==> src/design/ucode_macros.svh <==
// Console controller sizing constants shared by package and RTL

`ifndef UCODE_MACROS_SVH
`define UCODE_MACROS_SVH

// Clocks per clock-enable strobe
`define CLKEN_DIV 4

// Microaddress width in bits
`define UADDR_WIDTH 6

// Words in the control ROM
`define ROM_DEPTH 7

`endif

==> src/design/ucodePkg.sv <==
// Microword types and console special-function encodings

`include "ucode_macros.svh"

package ucodePkg;

   // Special-function select in each microword
   typedef enum logic [1:0]
   {
      SPEC_NOP,
      SPEC_CONS,
      SPEC_DISP_RUN,
      SPEC_DISP_EXEC
   } specSel_t;

   // Console control bits, valid with SPEC_CONS
   typedef struct packed
   {
      logic       setHalt;
      logic       clrHalt;
      logic       clrRun;
      logic       clrExec;
      logic       clrCont;
      logic [2:0] pad;
   } consCtl_t;

   // Shared field, read as console bits or as a dispatch address
   typedef union packed
   {
      consCtl_t   consCtl;
      logic [7:0] target;
   } ucField_t;

   // Full microword, 16 bits
   typedef struct packed
   {
      specSel_t                spec;
      ucField_t                field;
      logic [`UADDR_WIDTH-1:0] nextAddr;
   } ucWord_t;

endpackage

==> src/design/ucodeIf.sv <==
// Bundle between pacing, sequencer, control ROM and console flags

`timescale 1ns/10ps

`include "ucode_macros.svh"

interface ucodeIf import ucodePkg::*; ();

   // Microstep strobe
   logic                    clken;
   // Current microaddress and the word it selects
   logic [`UADDR_WIDTH-1:0] addr;
   ucWord_t                 word;
   // Console status flags
   logic                    cpuRun;
   logic                    cpuCont;
   logic                    cpuExec;
   logic                    cpuHalt;

   modport gen (output clken);

   modport rom (input addr, output word);

   modport seq (input clken, input word, input cpuRun, input cpuExec, output addr);

   modport cons
   (
      input  clken,
      input  word,
      output cpuRun,
      output cpuCont,
      output cpuExec,
      output cpuHalt
   );

endinterface

==> src/design/clockGen.sv <==
// Clock-enable generator, one strobe every CLKEN_DIV clocks

`timescale 1ns/10ps

`include "ucode_macros.svh"

module clockGen
(
   input logic clk,
   input logic rst,
   ucodeIf.gen bus
);

   // Counter wide enough for the reload value, never zero bits
   localparam int cntW = ($clog2(`CLKEN_DIV) > 0) ? $clog2(`CLKEN_DIV) : 1;
   localparam logic [cntW-1:0] reloadVal = cntW'(`CLKEN_DIV - 1);

   logic [cntW-1:0] count;

   //////////////////////////////////////////////////
   // Down-counter
   //////////////////////////////////////////////////

   // Reload at terminal count, else count down
   always_ff @(posedge clk or posedge rst)
   begin
      if (rst)
      begin
         count <= '0;
      end
      else if (count == '0)
      begin
         count <= reloadVal;
      end
      else
      begin
         count <= count - 1'b1;
      end
   end

   // Strobe while counter sits at zero
   assign bus.clken = (count == '0);

   // Strobe lasts one clock when dividing
   clkenSingle : assert property (@(posedge clk) disable iff (rst)
      ((`CLKEN_DIV > 1) && bus.clken) |=> !bus.clken)
      else $error("clken high on consecutive clocks");

endmodule

==> src/design/controlRom.sv <==
// Fixed control ROM holding the console idle and service microprogram

`timescale 1ns/10ps

`include "ucode_macros.svh"

module controlRom import ucodePkg::*;
(
   ucodeIf.rom bus
);

   localparam int romAw = ($clog2(`ROM_DEPTH) > 0) ? $clog2(`ROM_DEPTH) : 1;

   ucWord_t romData [`ROM_DEPTH];
   ucWord_t nopWord;

   // Console special-function word
   function automatic ucWord_t consWord
   (
      input logic                    setHalt,
      input logic                    clrHalt,
      input logic                    clrRun,
      input logic                    clrExec,
      input logic                    clrCont,
      input logic [`UADDR_WIDTH-1:0] next
   );
      ucWord_t  w;
      consCtl_t c;
      c         = '0;
      c.setHalt = setHalt;
      c.clrHalt = clrHalt;
      c.clrRun  = clrRun;
      c.clrExec = clrExec;
      c.clrCont = clrCont;
      w.spec          = SPEC_CONS;
      w.field.consCtl = c;
      w.nextAddr      = next;
      return w;
   endfunction

   // Dispatch word, target zero-extended into the field
   function automatic ucWord_t dispWord
   (
      input specSel_t                sel,
      input logic [`UADDR_WIDTH-1:0] target,
      input logic [`UADDR_WIDTH-1:0] next
   );
      ucWord_t w;
      w.spec         = sel;
      w.field.target = '0;
      w.field.target[`UADDR_WIDTH-1:0] = target;
      w.nextAddr     = next;
      return w;
   endfunction

   //////////////////////////////////////////////////
   // Microprogram
   //////////////////////////////////////////////////

   // Power-up halt, then into idle loop
   assign romData[0] = consWord(1'b1, 1'b0, 1'b0, 1'b0, 1'b0, 6'd1);
   // Idle loop, wait for run
   assign romData[1] = dispWord(SPEC_DISP_RUN, 6'd2, 6'd1);
   // Leave halt, consume run
   assign romData[2] = consWord(1'b0, 1'b1, 1'b1, 1'b0, 1'b0, 6'd3);
   // Execute or continue
   assign romData[3] = dispWord(SPEC_DISP_EXEC, 6'd5, 6'd4);
   // Continue serviced
   assign romData[4] = consWord(1'b0, 1'b0, 1'b0, 1'b0, 1'b1, 6'd6);
   // Execute serviced
   assign romData[5] = consWord(1'b0, 1'b0, 1'b0, 1'b1, 1'b0, 6'd6);
   // Back to halt and idle
   assign romData[6] = consWord(1'b1, 1'b0, 1'b0, 1'b0, 1'b0, 6'd1);

   // Unpopulated addresses fall back to 0
   assign nopWord = '{spec: SPEC_NOP, field: '0, nextAddr: '0};

   // Combinational read
   assign bus.word = (bus.addr < `ROM_DEPTH) ? romData[bus.addr[romAw-1:0]] : nopWord;

endmodule

==> src/design/microSeq.sv <==
// Microsequencer, steps the microaddress once per clock-enable strobe

`timescale 1ns/10ps

`include "ucode_macros.svh"

module microSeq import ucodePkg::*;
(
   input logic clk,
   input logic rst,
   ucodeIf.seq bus
);

   logic [`UADDR_WIDTH-1:0] dispTarget;
   logic [`UADDR_WIDTH-1:0] nextAddr;

   //////////////////////////////////////////////////
   // Next-address select
   //////////////////////////////////////////////////

   // Dispatch address from the union's target view
   assign dispTarget = bus.word.field.target[`UADDR_WIDTH-1:0];

   // Default is the sequential link
   always_comb
   begin
      nextAddr = bus.word.nextAddr;
      case (bus.word.spec)
         SPEC_DISP_RUN:
         begin
            // Run flag leaves the idle loop
            if (bus.cpuRun)
            begin
               nextAddr = dispTarget;
            end
         end
         SPEC_DISP_EXEC:
         begin
            // Execute takes priority over continue
            if (bus.cpuExec)
            begin
               nextAddr = dispTarget;
            end
         end
         default:
         begin
            nextAddr = bus.word.nextAddr;
         end
      endcase
   end

   //////////////////////////////////////////////////
   // Microprogram counter
   //////////////////////////////////////////////////

   // One microstep per strobe
   always_ff @(posedge clk or posedge rst)
   begin
      if (rst)
      begin
         bus.addr <= '0;
      end
      else if (bus.clken)
      begin
         bus.addr <= nextAddr;
      end
   end

   // ROM links and dispatch targets stay inside the program
   addrInRange : assert property (@(posedge clk) disable iff (rst)
      bus.addr < `ROM_DEPTH)
      else $error("microaddress %0h beyond ROM", bus.addr);

endmodule

==> src/design/consoleIntf.sv <==
// Console status flags, set by switches and cleared or set by microcode

`timescale 1ns/10ps

module consoleIntf import ucodePkg::*;
(
   input logic  clk,
   input logic  rst,
   input logic  cslRun,
   input logic  cslCont,
   input logic  cslExec,
   ucodeIf.cons bus
);

   logic     specCons;
   consCtl_t ctl;

   // Console function decode
   assign specCons = (bus.word.spec == SPEC_CONS);
   assign ctl      = bus.word.field.consCtl;

   //////////////////////////////////////////////////
   // Halt flag
   //////////////////////////////////////////////////

   // Microcode only, set has priority
   always_ff @(posedge clk or posedge rst)
   begin
      if (rst)
      begin
         bus.cpuHalt <= 1'b0;
      end
      else if (bus.clken && specCons)
      begin
         if (ctl.setHalt)
         begin
            bus.cpuHalt <= 1'b1;
         end
         else if (ctl.clrHalt)
         begin
            bus.cpuHalt <= 1'b0;
         end
      end
   end

   //////////////////////////////////////////////////
   // Run, continue and execute flags
   //////////////////////////////////////////////////

   // Switch set beats a microcode clear in the same strobe
   always_ff @(posedge clk or posedge rst)
   begin
      if (rst)
      begin
         bus.cpuRun  <= 1'b0;
         bus.cpuCont <= 1'b0;
         bus.cpuExec <= 1'b0;
      end
      else if (bus.clken)
      begin
         // Run
         if (cslRun)
         begin
            bus.cpuRun <= 1'b1;
         end
         else if (specCons && ctl.clrRun)
         begin
            bus.cpuRun <= 1'b0;
         end
         // Continue
         if (cslCont)
         begin
            bus.cpuCont <= 1'b1;
         end
         else if (specCons && ctl.clrCont)
         begin
            bus.cpuCont <= 1'b0;
         end
         // Execute
         if (cslExec)
         begin
            bus.cpuExec <= 1'b1;
         end
         else if (specCons && ctl.clrExec)
         begin
            bus.cpuExec <= 1'b0;
         end
      end
   end

   // ROM never asks for both halt edges at once
   haltExclusive : assert property (@(posedge clk) disable iff (rst)
      (bus.clken && specCons) |-> !(ctl.setHalt && ctl.clrHalt))
      else $error("console word sets and clears halt");

endmodule

==> src/design/ctlTop.sv <==
// Console controller top, pacing, sequencer, ROM and console flags

`timescale 1ns/10ps

`include "ucode_macros.svh"

module ctlTop
(
   input  logic                    clk,
   input  logic                    rst,
   input  logic                    cslRun,
   input  logic                    cslCont,
   input  logic                    cslExec,
   output logic                    cpuRun,
   output logic                    cpuCont,
   output logic                    cpuExec,
   output logic                    cpuHalt,
   output logic [`UADDR_WIDTH-1:0] uAddr
);

   // Shared bus between the blocks
   ucodeIf ucBus ();

   //////////////////////////////////////////////////
   // Blocks
   //////////////////////////////////////////////////

   // Microstep pacing
   clockGen clockGen_inst
   (
      .clk (clk),
      .rst (rst),
      .bus (ucBus.gen)
   );

   // Microprogram store
   controlRom controlRom_inst
   (
      .bus (ucBus.rom)
   );

   // Microprogram counter
   microSeq microSeq_inst
   (
      .clk (clk),
      .rst (rst),
      .bus (ucBus.seq)
   );

   // Console status flags
   consoleIntf consoleIntf_inst
   (
      .clk     (clk),
      .rst     (rst),
      .cslRun  (cslRun),
      .cslCont (cslCont),
      .cslExec (cslExec),
      .bus     (ucBus.cons)
   );

   // Status and microaddress out to the console
   assign cpuRun  = ucBus.cpuRun;
   assign cpuCont = ucBus.cpuCont;
   assign cpuExec = ucBus.cpuExec;
   assign cpuHalt = ucBus.cpuHalt;
   assign uAddr   = ucBus.addr;

endmodule

==> config.mk <==
export PLATFORM = sky130hd
export DESIGN_NAME = ctlTop
export DESIGN_NICKNAME = d
export VERILOG_FILES = /design/src/design/ucodePkg.sv /design/src/design/ucodeIf.sv /design/src/design/clockGen.sv /design/src/design/controlRom.sv /design/src/design/microSeq.sv /design/src/design/consoleIntf.sv /design/src/design/ctlTop.sv
export VERILOG_INCLUDE_DIRS = /design/src /design/src/design
export SDC_FILE = /design/constraint.sdc
export NUM_CORES = 1
export LEC_CHECK = 0
export ABC_AREA = 1
export BUFFER_PORTS_ARGS = -buffer_cell sky130_fd_sc_hd__buf_2
export CAP_MARGIN = 20
export CORE_AREA = 2 2 39 41
export CTS_CLUSTER_SIZE = 12
export DETAILED_ROUTE_END_ITERATION = 16
export DIE_AREA = 0 0 41 43
export PLACE_DENSITY = 0.69
export SLEW_MARGIN = 5
export SYNTH_ARGS = -nofsm -noshare
export SYNTH_HDL_FRONTEND = slang
export SYNTH_SLANG_ARGS = --single-unit
export TNS_END_PERCENT = 50
==> constraint.sdc <==
create_clock -name clk -period 1.5 [get_ports clk]
set_input_delay 0.225 -clock clk [delete_from_list [all_inputs] [get_ports clk]]
set_output_delay 0.225 -clock clk [all_outputs]
set_load 0.01 [all_outputs]
# After elaboration in Yosys (flattened, before gate mapping)
# Memory sizes are Yosys's and may differ from the RTL's.
# Index checks and enable logic that the tools add are counted.
[totals] register_bits=12 latchBits=0 mem_bits_rw=0 romBits=128 in_bits=5 output_inout_bits=10 wordCells=42 mem_count=1
[op_classes] n_addsub=1 mul=0 div=0 order_cmp=2 eq_ne=3 n_shift=0 mux=15 n_bitwise=1 reduce_logical=13
[memory_table] name="(name not given)" depth=8 width=16 read_ports=1 rd_clocked_by_memory_dff=0 write_ports=0 line_no="controlRom.sv:79" source="assign bus.word = (bus.addr < `ROM_DEPTH) ? romData[bus.addr[romAw-1:0]] : nopWord;"
[ops] op="$mux W16" count=3
[ops] op="$mux W6" count=2
[ops] op="$pmux W6 S2" count=1
[ops] op="$mux W1" count=8
[ops] op="$reduce_and A2 Y1" count=4
[ops] op="$reduce_bool A2 Y1" count=4
[ops] op="$lt A6 B3 Y1 const B" count=1
[ops] op="$eq A2 B2 Y1 const B" count=2
[ops] op="$ge A4 B4 Y1 const B" count=1
[ops] op="$logic_and A1 B1 Y1" count=4
[ops] op="$not A3 Y4" count=1
[ops] op="$eq A2 B1 Y1 const B" count=1
[ops] op="$logic_not A2 Y1" count=1
[ops] op="$mux W2" count=1
[ops] op="$sub A2 B1 Y2 const B" count=1

# Depth between registers and ports, before layout
[depth] depth_word=9 depth_mapped=8 depth_no_buf=7

# By module
# A second synthesis with hierarchy kept.
[unflattened] hier_cells=125 hier_area_um2=837.1
[by_module_without_submodules] mod="microSeq" instances=1 cells_per_inst=54 area_per_inst_um2=380.4 seq_area_each_um2=150.1
[by_module_without_submodules] mod="consoleIntf" instances=1 cells_per_inst=23 area_per_inst_um2=191.4 seq_area_each_um2=100.1
[by_module_without_submodules] mod="controlRom" instances=1 cells_per_inst=39 area_per_inst_um2=180.2 seq_area_each_um2=0.0
[by_module_without_submodules] mod="clockGen" instances=1 cells_per_inst=9 area_per_inst_um2=85.1 seq_area_each_um2=50.0

# Worst setup path before layout
# OpenSTA, ideal clock, no wires.
[synth_timing] path_type="flip-flop to flip-flop" startpoint="register clockGen_inst.count[0]" endpoint="register consoleIntf_inst.bus.cpuRun" setup_ns=0.123 arrival_ns=1.090 t_required_ns=1.377 setup_slack_ns=0.287 stages_incl_launch_ff=9 path_buffers=1 synth_period_minus_slack_ns=1.213 cell_sequence="dfrtp_1 -> inv_1 -> ha_1 -> buf_4 -> inv_2 -> nor2_4 -> inv_1 -> o21ai_0 -> nand2_1"
[synth_via] elab_chain_len=2
[synth_lines] item="from (decl)" line_no="clockGen.sv:18" source="logic [cntW-1:0] count;"
[synth_lines] item="from (signal assigned)" line_no="clockGen.sv:33" source="count <= reloadVal;"
[synth_lines] item="from (signal assigned)" line_no="clockGen.sv:37" source="count <= count - 1'b1;"
[synth_lines] item="$logic_not A2 Y1" line_no="clockGen.sv:42" source="assign bus.clken = (count == '0);"
[synth_lines] item="$reduce_and A2 Y1 (no source line)"
[synth_lines] item="to (signal assigned)" line_no="consoleIntf.sv:55" source="bus.cpuRun <= 1'b0;"
[synth_lines] item="to (signal assigned)" line_no="consoleIntf.sv:64" source="bus.cpuRun <= 1'b1;"
[synth_lines] item="to (signal assigned)" line_no="consoleIntf.sv:68" source="bus.cpuRun <= 1'b0;"
[synth_lines] item="to (decl)" line_no="ucodeIf.sv:30" source="output cpuRun,"
# Every way passes these cells.
# A chain may end at the register's enable or synchronous reset.

# Worst setup path after layout
# Ends and elaborated chain as after synthesis.

==> metrics.md <==
| Metric | Value |
|---|---|
| Clock latency on the worst-skew pair | `between 0.2 and 0.3 ns` |
| Clock Pin Slew Worst Setup and Hold Paths | `0.07 ns` |
| Met3 Use GR | `3.141%` |
| FILL cells | `between 100 and 150` |
| Final Cycle Share | `around nine tenths` |
| Clk_skew | `between 0.001 and 0.0015 ns` |
| Vias in the first global route | `490` |
| Post-route cell area | `slightly above 700 um^2` |
| Final Hold Vio Count | `0` |
| Syn Std Cell Area | `roughly 590 um^2` |
| Synth top cells by count | `17 x nand2_1, 12 x dfrtp_1, 11 x inv_1` |
| Total global-route track usage | `between 10% and 20%` |
| Clk pwr share | `17.4%` |
| Sw power | `434.2 uW` |
| Die boundary width | `around 40 um` |
| Final setup vio count | `0` |
| Total of max-cap violations | `0` |
| Via count | `roughly 500` |
| Initial antenna violation count | `0` |
| Worst EP required | `between 1.5 and 2 ns` |
| VDD IR-drop max | `~0.67 mV` |
| Comb pwr share | `about 37%` |
| Cell count after synthesis | `between 70 and 80` |
| EDFF count, synth | `0` |
| Nets@finish | `97` |
| Seq cells post-synth | `12` |
| Avg WL per Cell | `between 10 and 15 um` |
| Drt drc | `0` |
| Ant diodes | `0` |
| Final worst slack | `0.1362 ns` |
| Worst-margin pin slew | `about 0.44 ns` |
| Synth top area cells | `dfrtp_1 51%, nand2_1 11%, inv_1 7.0%, nor2_1 4.4%, nand3_1 4.2%` |
| RSZ-0062 raised after global routing | `no` |
| Crit path max fanout | `6` |
| Critical path endpoint category | `flip-flop` |
| Net Sw Frac | `about two fifths` |
| Final WL | `1089 um` |
| Count leader, synth | `nand2_1` |
| Slew Limit Headroom | `between 70% and 80%` |
| Register area share after synthesis | `just over 50%` |
| Worst setup SP type | `flip-flop` |
| Grt met1 use | `between 10% and 20%` |
| Crit Path Class | `flip-flop to flip-flop` |
| Grt total ovfl | `0` |
| Leakage Power | `0.0003848 uW` |
| Io pins | `15` |
| Worst hold path class | `primary input to flip-flop` |
| Post-Syn Nets | `77` |
| Outcome | `completed` |
| Max-slew violations | `0` |
| Largest area contributor in the netlist | `dfrtp_1` |
| Part of the power in registers | `between 40% and 50%` |
| DRT antenna net count | `0` |
| YS warnings | `0` |
| First-pass GRT wire length | `~1900 um` |
| CTS buffer count | `3` |
| Largest net degree at the start of global routing | `13` |
| Syn-to-layout area delta | `20.76%` |
| Pint | `652.6 uW` |
| Starting density of the core | `between 40% and 50%` |
| Clock Path Buffers | `2` |
| Grt met2 use | `between 20 and 25%` |
| GRT busiest layer | `met2` |
| Min Clock Period, post-route | `~1.4 ns` |
| DR iter-0 viols | `5` |
| Fmax | `~730 MHz` |
| TritonCTS Sinks | `12` |
| Synth cell types | `18` |
| Top FF cell, synth | `dfrtp_1` |
| Area after DPL | `about 680 um^2` |
| Dpl hpwl | `approximately 870 um` |
| # rows | `14` |
| Synth top area share | `about half` |
| Mean number of vias per cell | `4.771` |
| Worst slack, placed | `about 0.14 ns` |
| H-tree depth | `1` |
| CTS tree | `yes` |
| Avg Cell Area, Syn | `slightly above 8 um^2` |
| Clk root buf | `clkbuf_4` |
| DRT Pass-1 Iters | `4` |
| Share of cells above drive strength 1 | `a little under 30%` |
| Placer Congestion | `0.8321` |
| CORE AREA | `roughly 1400 um^2` |
| Cell Pwr Density | `around 1500 nW/um^2` |
| Critical Path AT | `1.51 ns` |
| Async SR Flop Fraction | `100.0%` |
| I/O Buffers | `14` |
| Sum Neg Setup Slack | `0 ns` |
| DIE HEIGHT | `~43 um` |
| Total die area | `~1800 um^2` |
-- through the flow --
step	total power (uW)	utilization [%]	hold WS [ns]	std cells
3_3_place_gp	904.5	49.19	0.2569	101
6_report	1087	51.54	0.1554	105
5_1_grt	1168	51.54	0.1820	105
2_1_floorplan	768.4	-	0.08970	71
4_1_cts	1095	51.54	0.1571	105
3_5_place_dp	903.1	49.19	0.2488	101
-- power groups by stage --
stage | clock (uW) | sequential, uW | combinational [uW]
after floorplan | 0 | 519 | 249
after global placement | 0 | 495 | 410
after detailed placement | 0 | 498 | 405
after CTS | 194 | 492 | 409
after global routing | 203 | 503 | 462
final | 189 | 494 | 404
-- routing by layer --
metal / part of all wire (%) / vias to the layer above / wire, um
li1: - / 256 / -
met1: 45 / 233 / 490
met2: 50 / 10 / 542
met3: 3.7 / 2 / 40
met4: 1.4 / 0 / 15
met5: 0 / - / 0
-- final timing paths --
path | depth (start not counted) | slack, ns | end | startpoint
min in group asynchronous | 3 | 0.50 | microSeq_inst.bus.addr[5] | rst
hold reg to reg | 1 | 0.43 | clockGen_inst.count[0] | clockGen_inst.count[0]
setup / recovery | 7 | 0.14 | consoleIntf_inst.bus.cpuRun | clockGen_inst.count[0]
hold / removal | 3 | 0.16 | consoleIntf_inst.bus.cpuCont | cslCont
setup reg to reg | 7 | 0.14 | consoleIntf_inst.bus.cpuRun | clockGen_inst.count[0]
max in group asynchronous | 3 | 0.70 | consoleIntf_inst.bus.cpuHalt | rst
-- what timing repair did --
action	in CTS	in global routing
endpoints found under the hold margin	12	0
setup endpoints to repair	0	0
gates resized for setup	0	0
hold buffers	1	0
setup buffers	0	0
-- layout make-up --
| cell class | count | area, um^2 | area share (%) |
|---|---|---|---|
| Timing Repair Buffer | 16 | 87.58 | 12.28 |
| Inverter | 15 | 56.30 | 7.895 |
| Clock buffer | 3 | 22.52 | 3.158 |
| Sequential cell | 12 | 300.3 | 42.11 |
| Tap cell | 16 | 20.02 | 2.807 |
| Multi-Input combinational cell | 43 | 226.5 | 31.75 |
-- layout by cell type, fill, tap and decap left out, drive strengths merged --
cell	n
buf	15
o211ai	1
dfrtp	12
clkbuf	3
dlygate4sd3	1
inv	15
nand4	1
nand3	6
nand2	17
a22oi	1
o22ai	1
ha	1
nor2	10
o21ai	4
a21oi	1
-- critical path, stage by stage (launching register included) --
cell	delay (ns)
dfrtp_1	0.37
inv_1	0.06
ha_1	0.25
inv_2	0.11
nor2_4	0.14
inv_1	0.07
o21ai_0	0.17
nand2_1	0.07
-- registers in the layout, summed over array words and instances, names as in the netlist --
name,cells
consoleIntf_inst.bus.cpuRun,1
clockGen_inst.count,2
consoleIntf_inst.bus.cpuExec,1
microSeq_inst.bus.addr,6
consoleIntf_inst.bus.cpuCont,1
consoleIntf_inst.bus.cpuHalt,1
-- kinds of logic (layout without fill, tap and decap cells) --
group           Yosys count  after routing  share of synthesized area, %
buf+inv                  16             34                         10.80
fa+ha+maj                 1              1                         2.118
simple gates             34             34                         28.39
flops                    12             12                         50.85
compound gates            8              8                         7.840
(Power assumes the default switching activity.)
